## src/common/lsu_pkg.sv

```systemverilog
`default_nettype none

package lsu_pkg;

    // mtime window, low word at base, high word at base+4
    localparam logic [31:0] CLINT_BASE = 32'h0200_0048;
    localparam logic [31:0] CLINT_END  = 32'h0200_004F;

    localparam int unsigned MEM_WORDS = 1024; // sram depth in 32-bit words

    localparam logic [1:0] RESP_OKAY   = 2'b00;
    localparam logic [1:0] RESP_SLVERR = 2'b10;

    typedef enum logic [1:0] {
        SZ_NONE,
        SZ_BYTE,
        SZ_HALF,
        SZ_WORD
    } size_e;

    typedef enum logic [2:0] {
        ST_IDLE,
        ST_AR,
        ST_R,
        ST_AW,
        ST_W,
        ST_B
    } lsu_state_e;

endpackage

`default_nettype wire
```

## src/hw/clint.sv

```systemverilog
`default_nettype none

module clint (
    input  wire logic           clk,
    input  wire logic           reset,
    input  wire logic           arvalid,
    input  wire logic [31:0]    araddr,
    output logic                arready,
    output logic                rvalid,
    output logic [31:0]         rdata,
    output logic [1:0]          rresp,
    input  wire logic           rready
);

    logic [63:0] mtime;
    logic        in_win;

    assign arready = 1'b1;
    assign in_win  = (araddr >= lsu_pkg::CLINT_BASE) && (araddr <= lsu_pkg::CLINT_END);

    always_ff @(posedge clk) begin
        if (reset) begin
            mtime  <= 64'h0;
            rvalid <= 1'b0;
        end else begin
            mtime <= mtime + 64'd1; // free running
            if (arvalid && arready)
                rvalid <= 1'b1;
            else if (rvalid && rready)
                rvalid <= 1'b0;
        end
    end

    // word select sampled at the ar transfer
    always_ff @(posedge clk) begin
        if (arvalid && arready) begin
            rdata <= araddr[2] ? mtime[63:32] : mtime[31:0];
            rresp <= in_win ? lsu_pkg::RESP_OKAY : lsu_pkg::RESP_SLVERR;
        end
    end

endmodule

`default_nettype wire

```

## config.mk

```make
export PLATFORM = sky130hd
export DESIGN_NAME = clint
export DESIGN_NICKNAME = d
export VERILOG_FILES = /design/src/common/lsu_pkg.sv /design/src/hw/clint.sv
export SDC_FILE = /design/constraint.sdc
export NUM_CORES = 1
export LEC_CHECK = 0
export BUFFER_PORTS_ARGS = -buffer_cell sky130_fd_sc_hd__buf_4
export CELL_PAD_IN_SITES_DETAIL_PLACEMENT = 0
export CELL_PAD_IN_SITES_GLOBAL_PLACEMENT = 1
export CORE_UTILIZATION = 44
export DETAILED_ROUTE_END_ITERATION = 10
export PLACE_DENSITY = 0.86
export SYNTH_ARGS = -nofsm -noshare
export SYNTH_HDL_FRONTEND = slang
export SYNTH_SLANG_ARGS = --single-unit
export TNS_END_PERCENT = 5
```

## constraint.sdc

```tcl
create_clock -name clk -period 2.45 [get_ports clk]
set_input_delay 0.245 -clock clk [delete_from_list [all_inputs] [get_ports clk]]
set_output_delay 0.245 -clock clk [all_outputs]
set_load 0.01 [all_outputs]
```

==> results.ini <==
[sta]
tns_ps=0
worst_pin_slew_ps=494.3
min_period_ps=2190
finalCritPeriodShare_pct=89.39
holdWs_ps=162.5
finalMaxSlewViolations=0
setup_viol=0
fin_ws_ps=260.0
hold_viol_final=0
fmax_mhz=456.6
relSlewSlack_pct=66.74
skew_ps=8.749
rsz0062_at_grt=false

[synth]
ys_types=40
synth_top_area_cell=dfxtp_1
synth_area_leaders=dfxtp_1 29%, edfxtp_1 22%, mux2_2 7.7%, xor2_1 4.9%, nor2_1 4.6%
syn_nets=483
synth_edf_count=33
ys.warnings.count=0
synth_area_um2=4514
yosysSeqAreaShare_pct=50.78
synthDominantCellAreaShare_pct=28.82
avgSynthCellArea_um2=10.12
ys.flop_type=dfxtp_1
async_flop_share_pct=0
syn_inst=446
ys_ff_latch=98

[worst_setup_path]
required_ps=2750
path_class=flop to flop
crit_arrival_ps=2490
cp_max_fo=7
r2r-start=mtime[9]$_SDFF_PP0_
crit_path_start=mtime[9]$_SDFF_PP0_
critPathLaunchType=flop
cp-end-kind=flop

[detailed_routing]
wl_mm=9.702
via_count=3558
via_per_inst=5.416
drc=0
dr.pass1.iters=4
postRouteAntennaNets=0
routedWlPerCell_um=14.77
drtIter0Drc=165

[final_layout]
nNetsFinal=556
post-route-util_pct=54.52
layout_common_cells=81 x buf_4, 65 x dfxtp_1, 55 x nor2_1
final_common_cell=buf_4
fillers=886
diodes=0
seqCellArea_um2=2292
multi_input_area_um2=2111
post_route_cells_drive_above_1_share_pct=26.34
syn_to_final_growth_pct=19.12

[cts]
postCtsSetupBuffers=0
cts_sinks=98
postCtsHoldBufs=0
clockRootBuffer=clkbuf_8
cts.clk_slew.worst_paths_ps=90
max-clock-path-buffers=2
cts_buffers=9
clkLatencyLatePin_ps=360
h-tree-depth=3
cts_resized=0
cts_tree=yes

[placed_design]
place_congestion=0.7878
dp_hpwl_mm=6.833
io_buffers=67
dp_slack_ps=278.0

[power_and_ir_drop]
ir_drop_v=0.0002523
leakagePower_uw=0.001993
power.density_nw_per_um2=529.9

[flow_run]
maxCapViolCount=0

[global_routing]
grt_pass1_vias=3152
grt_pass1_wl_mm=15.58
antenna_found_initial=0
grt_max_degree=41
grt-ovfl-total=0
grt_usage_pct=19.36

[min_path]
hold_path_class=input port to flop
min_from=araddr[20]

[floorplan]
ioPinCount=72
die_h_um=103.3
start_util_pct=45.76
die_w_um=103.3
fp.coreArea_um2=9864
row_count=36
die-area_um2=10670

[run_status]
status=complete, no violations

[worst max-delay path, stage by stage, from the launching register on]
cell and delay, ps:
dfxtp_1 440, nand4_1 270, nor4_4 480, nand4_2 270, or4_1 520, a21oi_1 140
[final timing paths]
kind / to / slack, ps / cells after the start
setup / recovery: mtime[57]$_SDFF_PP0_ / 260 / 5
hold / removal: rresp[1]$_DFFE_PP_ / 160 / 3
setup reg to reg: mtime[57]$_SDFF_PP0_ / 260 / 5
hold reg to reg: rvalid$_SDFFE_PP0P_ / 500 / 2
[area by class of cell]
type | instances | share of cell area [%]
sequential | 98 | 42.62
multi-input combinational | 323 | 39.25
inverter | 6 | 0.4188
tap | 133 | 3.094
clock buffer | 12 | 2.513
timing repair buffer | 81 | 11.31
clock inverter | 4 | 0.7911
[synth_stat cells, drive strengths merged, types with 6 or more instances]
cell,count
a21oi,26
buf,6
clkbuf,13
dfxtp,65
edfxtp,33
inv,6
mux2,31
nand2,27
nand3,23
nand4,29
nor2,56
nor4,15
o21ai,24
or3,23
xnor2,11
xor2,25
[stage by stage]
stage               cell area, um2  instances  power, uW
floorplan                     4514        446       1806
detailed placement            5200        641       1898
global route                  5378        657       2958
global placement              5200        641       1894
CTS                           5378        657       2878
finish                        5378        657       2850
[cell families (layout without fill, tap and decap cells)]
group / after synthesis / count (layout) / share of synthesized area [%]
compound gates: 53 / 53 / 6.070
xor+xnor: 36 / 36 / 6.984
fa+ha+maj: 1 / 1 / 0.2771
buf+inv: 25 / 103 / 2.466
flops: 98 / 98 / 50.78
mux: 31 / 31 / 7.733
other cells: 2 / 2 / 0.1664
simple gates: 200 / 200 / 25.53
[registers in the layout, summed over array words and instances (netlist names)]
signal  count
rresp       1
rdata      32
rvalid      1
mtime      64
[power breakdown]
part,leakage [uW],switching [uW],internal (uW)
registers,0.000864,12.2,1700
logic,0.00104,71.7,75.1
clock network,0.0000894,525,466
[routing by layer]
| metal | GRT usage, % | routed length [um] | up-vias |
|---|---|---|---|
| met5 | 0 | 0 | - |
| met4 | 6.501 | 109 | 0 |
| met3 | 3.629 | 468 | 7 |
| met2 | 29.90 | 4552 | 86 |
| met1 | 27.31 | 4572 | 1697 |
| li1 | - | - | 1768 |
No activity file was read; power rests on OpenSTA's default activity.
