## src/common/lsu_pkg.sv

```systemverilog
`default_nettype none

package lsu_pkg;

    // mtime window, low word at base, high word at base+4
    localparam logic [31:0] CLINT_BASE = 32'h0200_0048;
    localparam logic [31:0] CLINT_END  = 32'h0200_004F;

    localparam int unsigned MEM_WORDS = 1024; // sram depth in 32-bit words

    localparam logic [1:0] RESP_OKAY   = 2'b00;
    localparam logic [1:0] RESP_SLVERR = 2'b10;

    typedef enum logic [1:0] {
        SZ_NONE,
        SZ_BYTE,
        SZ_HALF,
        SZ_WORD
    } size_e;

    typedef enum logic [2:0] {
        ST_IDLE,
        ST_AR,
        ST_R,
        ST_AW,
        ST_W,
        ST_B
    } lsu_state_e;

endpackage

`default_nettype wire
```

## src/lsu/lsu_core.sv

```systemverilog
`default_nettype none

module lsu_core (
    input  wire logic           clk,
    input  wire logic           reset,
    input  wire logic           start,
    input  wire logic           wen,
    input  wire logic           ren,
    input  wire logic           sign,
    input  wire lsu_pkg::size_e size,
    input  wire logic [31:0]    addr,
    input  wire logic [31:0]    wdata,
    output logic [31:0]         rdata,
    output logic                valid,
    output logic                err,
    output logic                busy,
    // sram master
    output logic                mem_arvalid,
    input  wire logic           mem_arready,
    output logic [31:0]         mem_araddr,
    output logic [2:0]          mem_arsize,
    input  wire logic           mem_rvalid,
    output logic                mem_rready,
    input  wire logic [31:0]    mem_rdata,
    input  wire logic [1:0]     mem_rresp,
    output logic                mem_awvalid,
    input  wire logic           mem_awready,
    output logic [31:0]         mem_awaddr,
    output logic [2:0]          mem_awsize,
    output logic                mem_wvalid,
    input  wire logic           mem_wready,
    output logic [31:0]         mem_wdata,
    output logic [3:0]          mem_wstrb,
    input  wire logic           mem_bvalid,
    output logic                mem_bready,
    input  wire logic [1:0]     mem_bresp,
    // clint master, read only
    output logic                clint_arvalid,
    input  wire logic           clint_arready,
    output logic [31:0]         clint_araddr,
    input  wire logic           clint_rvalid,
    output logic                clint_rready,
    input  wire logic [31:0]    clint_rdata,
    input  wire logic [1:0]     clint_rresp
);

    lsu_pkg::lsu_state_e state;
    lsu_pkg::size_e      size_q;
    logic [31:0]         addr_q;
    logic [31:0]         wdata_q;
    logic [31:0]         raw_q;
    logic                sign_q;
    logic                clint_q;

    logic                hit_clint;
    logic                nop;
    logic                ar_ready;
    logic                r_valid;
    logic [31:0]         r_data;
    logic [1:0]          r_resp;
    logic [2:0]          axsize;
    logic [31:0]         bus_wdata;
    logic [3:0]          wstrb;

    assign hit_clint = (addr >= lsu_pkg::CLINT_BASE) && (addr <= lsu_pkg::CLINT_END);
    assign nop       = !(wen || ren) || (size == lsu_pkg::SZ_NONE);
    assign busy      = (state != lsu_pkg::ST_IDLE);

    // read channel steering
    assign ar_ready = clint_q ? clint_arready : mem_arready;
    assign r_valid  = clint_q ? clint_rvalid  : mem_rvalid;
    assign r_data   = clint_q ? clint_rdata   : mem_rdata;
    assign r_resp   = clint_q ? clint_rresp   : mem_rresp;

    assign mem_arvalid   = (state == lsu_pkg::ST_AR) && !clint_q;
    assign clint_arvalid = (state == lsu_pkg::ST_AR) && clint_q;
    assign mem_araddr    = addr_q;
    assign clint_araddr  = addr_q;
    assign mem_arsize    = axsize;
    assign mem_rready    = 1'b1;
    assign clint_rready  = 1'b1;

    // writes only ever go to sram
    assign mem_awvalid = (state == lsu_pkg::ST_AW);
    assign mem_awaddr  = addr_q;
    assign mem_awsize  = axsize;
    assign mem_wvalid  = (state == lsu_pkg::ST_W);
    assign mem_wdata   = bus_wdata;
    assign mem_wstrb   = wstrb;
    assign mem_bready  = 1'b1;

    always_ff @(posedge clk) begin
        if (reset) begin
            state <= lsu_pkg::ST_IDLE;
            valid <= 1'b0;
            err   <= 1'b0;
        end else begin
            valid <= 1'b0; // one-cycle pulse
            case (state)
                lsu_pkg::ST_IDLE: begin
                    if (start) begin
                        if (nop) begin
                            valid <= 1'b1;
                            err   <= 1'b0;
                        end else if (wen && hit_clint) begin
                            valid <= 1'b1; // clint is read only
                            err   <= 1'b1;
                        end else if (wen) begin
                            state <= lsu_pkg::ST_AW;
                        end else begin
                            state <= lsu_pkg::ST_AR;
                        end
                    end
                end
                lsu_pkg::ST_AR: if (ar_ready) state <= lsu_pkg::ST_R;
                lsu_pkg::ST_R: begin
                    if (r_valid) begin
                        state <= lsu_pkg::ST_IDLE;
                        valid <= 1'b1;
                        err   <= (r_resp != lsu_pkg::RESP_OKAY);
                    end
                end
                lsu_pkg::ST_AW: if (mem_awready) state <= lsu_pkg::ST_W;
                lsu_pkg::ST_W:  if (mem_wready) state <= lsu_pkg::ST_B;
                lsu_pkg::ST_B: begin
                    if (mem_bvalid) begin
                        state <= lsu_pkg::ST_IDLE;
                        valid <= 1'b1;
                        err   <= (mem_bresp != lsu_pkg::RESP_OKAY);
                    end
                end
                default: state <= lsu_pkg::ST_IDLE;
            endcase
        end
    end

    // request latch and raw read word
    always_ff @(posedge clk) begin
        if (state == lsu_pkg::ST_IDLE && start) begin
            addr_q  <= addr;
            wdata_q <= wdata;
            size_q  <= size;
            sign_q  <= sign;
            clint_q <= hit_clint;
            raw_q   <= 32'h0;
        end else if (state == lsu_pkg::ST_R && r_valid) begin
            raw_q <= r_data;
        end
    end

    lsu_align u_align (
        .addr_low  (addr_q[1:0]),
        .size      (size_q),
        .sign      (sign_q),
        .wdata     (wdata_q),
        .raw_rdata (raw_q),
        .wstrb     (wstrb),
        .bus_wdata (bus_wdata),
        .axsize    (axsize),
        .rdata     (rdata)
    );

endmodule

`default_nettype wire

```

## src/lsu/lsu_align.sv

```systemverilog
`default_nettype none

module lsu_align (
    input  wire logic [1:0]     addr_low,
    input  wire lsu_pkg::size_e size,
    input  wire logic           sign,
    input  wire logic [31:0]    wdata,
    input  wire logic [31:0]    raw_rdata,
    output logic [3:0]          wstrb,
    output logic [31:0]         bus_wdata,
    output logic [2:0]          axsize,
    output logic [31:0]         rdata
);

    logic [31:0] shifted;

    assign bus_wdata = wdata << {addr_low, 3'b000};  // move store data into its lane
    assign shifted   = raw_rdata >> {addr_low, 3'b000};

    always_comb begin
        case (size)
            lsu_pkg::SZ_BYTE: begin
                wstrb  = 4'b0001 << addr_low;
                axsize = 3'd0;
                rdata  = {{24{sign & shifted[7]}}, shifted[7:0]};
            end
            lsu_pkg::SZ_HALF: begin
                wstrb  = addr_low[1] ? 4'b1100 : 4'b0011; // aligned half only
                axsize = 3'd1;
                rdata  = {{16{sign & shifted[15]}}, shifted[15:0]};
            end
            lsu_pkg::SZ_WORD: begin
                wstrb  = 4'b1111;
                axsize = 3'd2;
                rdata  = shifted;
            end
            default: begin
                // no access width, nothing on the bus
                wstrb  = 4'b0000;
                axsize = 3'd0;
                rdata  = 32'h0;
            end
        endcase
    end

endmodule

`default_nettype wire

```

## config.mk

```make
export PLATFORM = sky130hd
export DESIGN_NAME = lsu_core
export DESIGN_NICKNAME = d
export VERILOG_FILES = /design/src/common/lsu_pkg.sv /design/src/lsu/lsu_core.sv /design/src/lsu/lsu_align.sv
export SDC_FILE = /design/constraint.sdc
export NUM_CORES = 1
export LEC_CHECK = 0
export ABC_AREA = 1
export BUFFER_PORTS_ARGS = -buffer_cell sky130_fd_sc_hd__buf_4
export CORE_AREA = 2 2 126 128
export DETAILED_ROUTE_END_ITERATION = 12
export DIE_AREA = 0 0 128 130
export PLACE_DENSITY_LB_ADDON = 0.15
export SETUP_SLACK_MARGIN = 0.2
export SYNTH_ARGS = -nofsm -noshare
export SYNTH_HDL_FRONTEND = slang
export SYNTH_HIERARCHICAL = 1
export SYNTH_SLANG_ARGS = --single-unit
```

## constraint.sdc

```tcl
create_clock -name clk -period 3.1 [get_ports clk]
set_input_delay 0.62 -clock clk [delete_from_list [all_inputs] [get_ports clk]]
set_output_delay 0.62 -clock clk [all_outputs]
set_load 0.02 [all_outputs]
```

==> results of run 1 <==
metrics by stage:
stage                     instances  hold WS, ns
final                          1156        0.436
after floorplan                 720        0.469
after detailed placement       1140        0.487
after global routing           1156        0.429
after CTS                      1156        0.423
after global placement         1140        0.475
power breakdown:
group	internal, uW	switching [uW]	total (uW)
clock	709	527	1240
combinational	1650	2550	4200
sequential	2090	446	2530
placed cells by master, fill, tap and decap left out, types with 2 or more instances in the layout:
cell and instances:
a21oi_1 5, a22oi_1 15, a311oi_1 6, a311oi_2 26
a31oi_1 7, buf_12 4, buf_4 332, bufinv_16 2
clkbuf_16 9, clkinv_2 2, conb_1 4, dfxtp_1 37
edfxtp_1 68, inv_1 50, inv_2 5, inv_6 2
nand2_1 230, nand2_2 2, nand3_1 36, nand3_2 2
nor2_1 69, nor2_2 5, nor2_4 3, nor3_1 4
o21ai_0 18, o21ai_1 9, o31ai_1 2
layer usage:
metal / vias to the layer above / wire length [um]
met3: 25 / 1380
li1: 2794 / -
met5: - / 0
met4: 0 / 400
met1: 2536 / 7820
met2: 267 / 9110
kinds of logic after synthesis:
family          Yosys count
compound gates           92
flops                   105
buf+inv                 164
other cells               2
simple gates            355
layout make-up:
type,instances,area [um2]
clock buffers,9,225
well taps,192,240
fillers,1490,7000
repair buffers,336,2570
clock inverters,7,91.3
inverters,56,213
multi-input cells,451,2300
flip-flops and latches,105,2780
worst paths after layout:
kind / start / endpoint / depth (start not counted)
min reg2reg: err$_SDFFE_PP0P_ / err$_SDFFE_PP0P_ / 2
max reg2reg: state[0]$_SDFFE_PP0P_ / wdata_q[23]$_DFFE_PP_ / 4
min: wdata[9] / wdata_q[9]$_DFFE_PP_ / 1
max: clint_araddr[1]$_DFFE_PP_ / rdata[27] / 6
worst max-delay path, cell delays in order, from the launching register on:
cell,delay (ns)
edfxtp_1,0.56
inv_2,0.39
nand3_1,0.16
nand3_2,0.12
nand2_2,0.21
nand3_1,0.18
buf_4,0.15
flip-flops by register name (all words and copies together) (netlist names):
signal	cells
valid	1
wdata_q	32
state	3
size_q	2
err	1
clint_araddr	32
sign_q	1
clint_q	1
raw_q	32
==> flow_metrics.py, run 1 <==
metrics = {
    "status": {
        "status": "finished, final reports clean",
    },
    "yosys": {
        "synthCells": 718,
        "yosysWarnings": 6,
        "yosysMostFrequentCell": "nand2_1",
        "synth_area_leaders": "edfxtp_1, nand2_1, dfxtp_1",
        "synth_edf_count": 68,
        "syn_area_per_cell_um2": 8.38,
        "ys.flop_type": "edfxtp_1",
        "yosys.area_share.adder_pct": 0,
        "synth_top_area_share_pct": 33.9,
        "synth-simple-area-share_pct": 24.4,
        "synth.ff_latch_count": 105,
        "synthXorXnorAreaFrac_pct": 0,
        "synth.mux.area_fraction_pct": 0,
        "synth-compound-area-share_pct": 13.5,
        "synth.distinct_cells": 34,
        "synth_common_cells": "nand2_1, buf_4, nor2_1",
        "synth-seq-area-share_pct": 46.3,
        "netlist_area_um2": 6020,
        "async_flop_share_pct": 0,
        "synth_top_family_by_area": "simple AND/OR/NAND/NOR gates",
        "synth_top_area_cell": "edfxtp_1",
    },
    "placement": {
        "dp_hpwl_um": 14600,
        "place.gp.congestion": 0.855,
        "place_area_um2": 8110,
        "pre_cts_ws_ns": 0.755,
        "io_buffers": 323,
    },
    "cts": {
        "post_cts_buffers": 0,
        "cts_tree": "done",
        "clk_pin_slew_ns": 0.07,
        "ctsHoldBuffers": 0,
        "clock_path_buffers": 2,
        "clock_latency_ns": 0.35,
        "clock-sinks": 105,
        "numCtsBuffers": 9,
        "clockRootBuffer": "clkbuf_16",
        "h-tree-depth": 3,
        "cts.repair.resized": 0,
    },
    "timing": {
        "tns_ns": 0,
        "period_minus_slack_ns": 2.77,
        "skew_ns": 0.00941,
        "setup_viol": 0,
        "setup_ws_ns": 0.335,
        "final.period_utilization_pct": 89.2,
        "clock.fmax_mhz": 362,
        "relSlewSlack_pct": 62.9,
        "worst_pin_slew_ns": 0.554,
        "hold_violations": 0,
        "slew_violations": 0,
        "rsz0062_at_grt": "no",
    },
    "floorplan": {
        "die_h_um": 130,
        "die_area_um2": 16600,
        "fp.dieW_um": 128,
        "core_area_um2": 15400,
        "pin_count": 329,
        "start_util_pct": 39.0,
        "num_rows": 46,
    },
    "run": {
        "maxCapViolations": 0,
    },
    "global_routing": {
        "grtUsageMet3_pct": 4.02,
        "grt_use_total_pct": 21.8,
        "grt_max_degree": 65,
        "grt_pass1_vias": 5258,
        "grt_use_met1_pct": 28.0,
        "grt_remaining_overflow": 0,
        "grt-busiest-layer": "met2",
        "met2_usage_pct": 36.7,
        "grt_pass1_wl_um": 27800,
        "antenna_found_initial": 0,
    },
    "routing": {
        "drc": 0,
        "vias": 5622,
        "ant_nets": 0,
        "dr.pass1.iters": 5,
        "drt_wl_total_um": 18700,
        "drt_iter0_drc": 268,
        "avgViaCountPerCell": 4.86,
        "wire_per_inst_um": 16.2,
    },
    "layout": {
        "antennaDiodeCount": 0,
        "num-nets-final": 1108,
        "final_cell_area_um2": 8420,
        "drive_above_1_share_pct": 41.5,
        "synthToLayoutAreaGrowth_pct": 40.0,
        "utilization_pct": 54.6,
    },
    "worst_setup_path": {
        "crit_type": "reg -> out",
        "crit_arrival_ns": 2.15,
        "path_max_fanout": 22,
        "start_kind": "flop",
        "reg2reg_slack_ns": 1.40,
        "required_ns": 2.48,
        "critPathCaptureType": "primary output",
    },
    "power_and_ir_drop": {
        "pwr_density_cell_nw_per_um2": 946,
        "vdd_drop_max_mv": 0.375,
        "p_leak_uw": 0.00400,
        "total_power_uw": 7970,
    },
    "hold_path": {
        "min_path_type": "in -> reg",
    },
}
Note: power is estimated with default switching activity, not from simulation.
==> run 2, diff against run 1 <==
==> constraint.sdc (replaced) <==
create_clock -name clk -period 3.1 [get_ports clk]
set_input_delay 0.62 -clock clk [delete_from_list [all_inputs] [get_ports clk]]
set_output_delay 0.62 -clock clk [all_outputs]
set_load 0.05 [all_outputs]
==> flow_metrics.py, run 2 (synthesis gave the netlist of run 1 again) <==
metrics = {
    "global_routing": {
        "grt_max_degree": 101,
        "antenna_found_initial": 0,
        "grt_use_total_pct": 21.5,
        "grt_remaining_overflow": 0,
        "grt_pass1_wl_um": 27300,
        "grt_pass1_vias": 4974,
    },
    "floorplan": {
        "num_rows": 46,
        "die_h_um": 130,
        "pin_count": 329,
        "die_area_um2": 16600,
        "core_area_um2": 15400,
        "fp.dieW_um": 128,
        "start_util_pct": 39.0,
    },
    "routing": {
        "vias": 5527,
        "drc": 0,
        "ant_nets": 0,
        "dr.pass1.iters": 4,
        "drt_wl_total_um": 18600,
        "wire_per_inst_um": 16.1,
        "drt_iter0_drc": 307,
        "avgViaCountPerCell": 4.78,
    },
    "power_and_ir_drop": {
        "combPwrFrac_pct": 62.0,
        "p_leak_uw": 0.00396,
        "vdd_drop_max_mv": 1.05,
        "p_int_uw": 4290,
        "pwr_density_cell_nw_per_um2": 1140,
        "clock_power_share_pct": 11.3,
        "switching_power_uw": 5210,
        "p_seq_share_pct": 26.7,
        "p_sw_share_pct": 54.8,
    },
    "timing": {
        "setup_viol": 0,
        "tns_ns": 0,
        "clock.fmax_mhz": 363,
        "relSlewSlack_pct": 55.4,
        "rsz0062_at_grt": "no",
        "worst_pin_slew_ns": 0.668,
        "hold_violations": 0,
        "skew_ns": 0.00739,
        "slew_violations": 0,
        "final.period_utilization_pct": 88.9,
        "period_minus_slack_ns": 2.76,
    },
    "worst_setup_path": {
        "path_max_fanout": 14,
        "reg2reg_slack_ns": 1.19,
        "critPathCaptureType": "primary output",
        "start_kind": "flop",
        "crit_arrival_ns": 2.14,
        "crit_type": "reg -> out",
        "required_ns": 2.48,
        "reg2reg_depth": 8,
    },
    "layout": {
        "synthToLayoutAreaGrowth_pct": 39.0,
        "utilization_pct": 54.2,
        "num-nets-final": 1109,
        "final_cell_mix": "buf_4, nand2_1, nor2_1",
        "layout_commonest_cell": "buf_4",
        "antennaDiodeCount": 0,
        "fill_cells": 1532,
        "drive_above_1_share_pct": 41.8,
    },
    "cts": {
        "clock_path_buffers": 2,
        "h-tree-depth": 3,
        "clock-sinks": 105,
        "numCtsBuffers": 9,
        "cts_tree": "done",
        "clockRootBuffer": "clkbuf_16",
        "ctsHoldBuffers": 0,
        "clk_pin_slew_ns": 0.07,
        "clock_latency_ns": 0.35,
    },
    "placement": {
        "dp_hpwl_um": 14500,
        "io_buffers": 323,
        "place.gp.congestion": 0.872,
    },
    "status": {
        "status": "finished, final reports clean",
    },
    "hold_path": {
        "hold_depth": 1,
        "min_path_type": "in -> reg",
    },
    "run": {
        "maxCapViolations": 0,
    },
}
run 2: critical path, stage by stage (launching register included):
cell and delay [ns]:
edfxtp_1 0.66, nand2_1 0.22, nor2_2 0.35, nand3_1 0.21, nand3_1 0.14, buf_4 0.21
run 2: final cells by class:
class	count	area, um2	share of cell area [%]
Multi-Input combinational cell	451	2310	27.7
Timing Repair Buffer	337	2540	30.4
Tap cell	192	240	2.87
Inverter	56	213	2.54
Sequential cell	105	2780	33.3
Clock buffer	9	225	2.69
Clock inverter	7	45.0	0.539
run 2: worst paths after layout:
path	to	start
min reg2reg	raw_q[5]$_SDFFE_PP0P_	raw_q[5]$_SDFFE_PP0P_
max	rdata[23]	size_q[1]$_DFFE_PP_
min	wdata_q[9]$_DFFE_PP_	wdata[9]
max reg2reg	raw_q[19]$_SDFFE_PP0P_	clint_q$_DFFE_PP_
run 2: repair_timing:
item | in CTS | in global routing
setup endpoints to repair | 0 | 13
setup buffers | 0 | 0
gates resized for setup | 0 | 2
run 2: per-stage QoR:
stage	instances	setup WS (ns)	power [uW]	area [um2]	hold WS (ns)
floorplan	720	0.267	6990	6030	0.469
global placement	1141	0.658	8470	8080	0.473
detailed placement	1141	0.616	8490	8080	0.488
CTS	1157	0.242	9560	8350	0.429
global route	1157	0.207	10000	8360	0.426
finish	1157	0.344	9500	8360	0.444
run 2: per-layer routing:
layer,routed length [um],share of wire (%),track usage [%],up-vias
li1,-,-,-,2792
met4,252,1.4,6.85,0
met2,9050,49,35.9,248
met3,1380,7.4,4.96,15
met5,0,0,0,-
met1,7930,43,27.8,2472
run 2: power groups by stage:
stage / logic, uW / clock network, uW / registers [uW]
global placement: 5890 / 0 / 2570
detailed placement: 5910 / 0 / 2580
finish: 5890 / 1070 / 2540
global route: 6230 / 1150 / 2610
floorplan: 4130 / 0 / 2860
CTS: 5910 / 1100 / 2550
==> run 3, diff against run 2 <==
--- a/config.mk
+++ b/config.mk
@@ -7,9 +7,9 @@
 export LEC_CHECK = 0
 export ABC_AREA = 1
 export BUFFER_PORTS_ARGS = -buffer_cell sky130_fd_sc_hd__buf_4
-export CORE_AREA = 2 2 126 128
+export CORE_AREA = 5 5 126 128
 export DETAILED_ROUTE_END_ITERATION = 12
-export DIE_AREA = 0 0 128 130
+export DIE_AREA = 0 0 131 133
 export PLACE_DENSITY_LB_ADDON = 0.15
 export SETUP_SLACK_MARGIN = 0.2
 export SYNTH_ARGS = -nofsm -noshare
==> flow_metrics.py, run 3 (synthesis gave the netlist of run 1 again) <==
metrics = {
    "status": {
        "status": "finished, final reports clean",
    },
    "run": {
        "maxCapViolations": 0,
    },
    "routing": {
        "drc": 0,
        "met2_length_um": 9450,
        "ant_nets": 0,
        "highest_layer": "met4",
        "avgViaCountPerCell": 4.91,
        "drt_wl_total_um": 19500,
        "dr.pass1.iters": 5,
        "vias": 5656,
        "wire_per_inst_um": 17.0,
        "drt_iter0_drc": 363,
        "drt-met1-wl_um": 7970,
        "met3_length_um": 1760,
    },
    "floorplan": {
        "die_area_um2": 17400,
        "num_rows": 45,
        "die_h_um": 133,
        "core_area_um2": 14800,
        "fp.dieW_um": 131,
        "start_util_pct": 40.8,
        "pin_count": 329,
    },
    "placement": {
        "dp_hpwl_um": 15200,
        "place.gp.congestion": 0.885,
        "io_buffers": 323,
    },
    "worst_setup_path": {
        "reg2reg_depth": 8,
        "worst-path-buf-inv": 3,
        "start_kind": "flop",
        "crit_top_cell": "buf_4",
        "critPathCaptureType": "primary output",
        "required_ns": 2.48,
        "r2r-start": "clint_q$_DFFE_PP_",
        "critPathMaxStageDelay_ns": 0.49,
        "cpLargestDelayFamily": "buffers and inverters",
        "crit_type": "reg -> out",
        "regToRegEndpoint": "raw_q[18]$_SDFFE_PP0P_",
        "reg2reg_slack_ns": 1.13,
        "crit_arrival_ns": 2.11,
        "slowest_stage": "edfxtp_1",
        "worstPathCellList": "buf_6, nor2_2, buf_4, nand2_1, nand3_2, nand2_4, nand3_1, buf_4",
        "path_max_fanout": 25,
    },
    "cts": {
        "clk_pin_slew_ns": 0.07,
        "clock-sinks": 105,
        "clockRootBuffer": "clkbuf_16",
        "clock_latency_ns": 0.35,
        "ctsHoldBuffers": 0,
        "h-tree-depth": 3,
        "clock_path_buffers": 2,
        "numCtsBuffers": 9,
        "cts_tree": "done",
    },
    "layout": {
        "antennaDiodeCount": 0,
        "drive_above_1_share_pct": 41.8,
        "final_cell_mix": "buf_4, nand2_1, nor2_1",
        "layout_commonest_cell": "buf_4",
        "num-nets-final": 1108,
        "synthToLayoutAreaGrowth_pct": 39.5,
        "utilization_pct": 56.9,
    },
    "global_routing": {
        "antenna_found_initial": 0,
        "grt_pass1_wl_um": 28900,
        "grt_use_total_pct": 21.5,
        "grt_max_degree": 101,
        "grt_remaining_overflow": 0,
        "grt_pass1_vias": 5253,
    },
    "hold_path": {
        "hold_depth": 1,
        "min_path_type": "in -> reg",
        "min_from": "wdata[15]",
        "whs_endpoint": "wdata_q[15]$_DFFE_PP_",
    },
    "timing": {
        "slew_violations": 0,
        "tns_ns": 0,
        "clock.fmax_mhz": 366,
        "worst_pin_slew_ns": 0.684,
        "skew_ns": 0.0116,
        "final.period_utilization_pct": 88.1,
        "relSlewSlack_pct": 54.4,
        "period_minus_slack_ns": 2.73,
        "hold_violations": 0,
        "setup_viol": 0,
        "rsz0062_at_grt": "no",
    },
    "power_and_ir_drop": {
        "pwr_density_cell_nw_per_um2": 1140,
        "vdd_drop_max_mv": 1.33,
        "p_leak_uw": 0.00401,
    },
}
[run 3: cell types whose count changed in the layout (fill, tap and decap cells not counted), sizes merged]
cell,delta
bufinv,+1
clkinv,+2
clkinvlp,-3
buf,-1
[run 3: report_power, final]
part	switching (uW)	internal, uW
Combinational	4270	1670
Sequential	427	2090
Clock	522	627
[run 3: final cells by class]
type / instances / area [um2]
Fill cell: 1435 / 6360
Sequential cell: 105 / 2780
Timing Repair Buffer: 336 / 2550
Multi-Input combinational cell: 451 / 2320
Tap cell: 188 / 235
Clock buffer: 9 / 225
Inverter: 56 / 213
Clock inverter: 7 / 70.1
[run 3: routing by layer]
| metal | global-route usage, % | vias to the layer above |
|---|---|---|
| met5 | 0 | - |
| met4 | 7.14 | 0 |
| met3 | 4.44 | 20 |
| met2 | 35.2 | 263 |
| met1 | 28.1 | 2584 |
| li1 | - | 2789 |
[run 3: how the worst max path moves through the flow]
stage	startpoint	to	slack (ns)	cells past startpoint
after global placement	clint_araddr[0]$_DFFE_PP_	rdata[31]	0.51	7
after CTS	clint_araddr[0]$_DFFE_PP_	rdata[24]	0.24	8
after floorplan	clint_araddr[0]$_DFFE_PP_	rdata[2]	0.27	6
after detailed placement	clint_araddr[0]$_DFFE_PP_	rdata[24]	0.36	7
final	clint_araddr[0]$_DFFE_PP_	rdata[24]	0.37	8
after global routing	clint_araddr[0]$_DFFE_PP_	rdata[21]	0.22	8
[run 3: what timing repair did]
action | 4_1_cts | 5_1_grt
resized for setup | 2 | 2
endpoints found under the setup margin | 24 | 17
cloned | 0 | 0
setup buffers | 2 | 0
[run 3: metrics by stage]
| stage | std cells | total power [uW] | hold WS (ns) | instance area (um2) | setup slack [ns] |
|---|---|---|---|---|---|
| 6_report | 1152 | 9610 | 0.442 | 8390 | 0.369 |
| 5_1_grt | 1152 | 10100 | 0.423 | 8390 | 0.220 |
| 4_1_cts | 1152 | 9680 | 0.424 | 8380 | 0.239 |
| 3_5_place_dp | 1134 | 8510 | 0.486 | 8070 | 0.359 |
| 3_3_place_gp | 1134 | 8460 | 0.471 | 8070 | 0.507 |
| 2_1_floorplan | 720 | 6990 | 0.469 | 6030 | 0.267 |
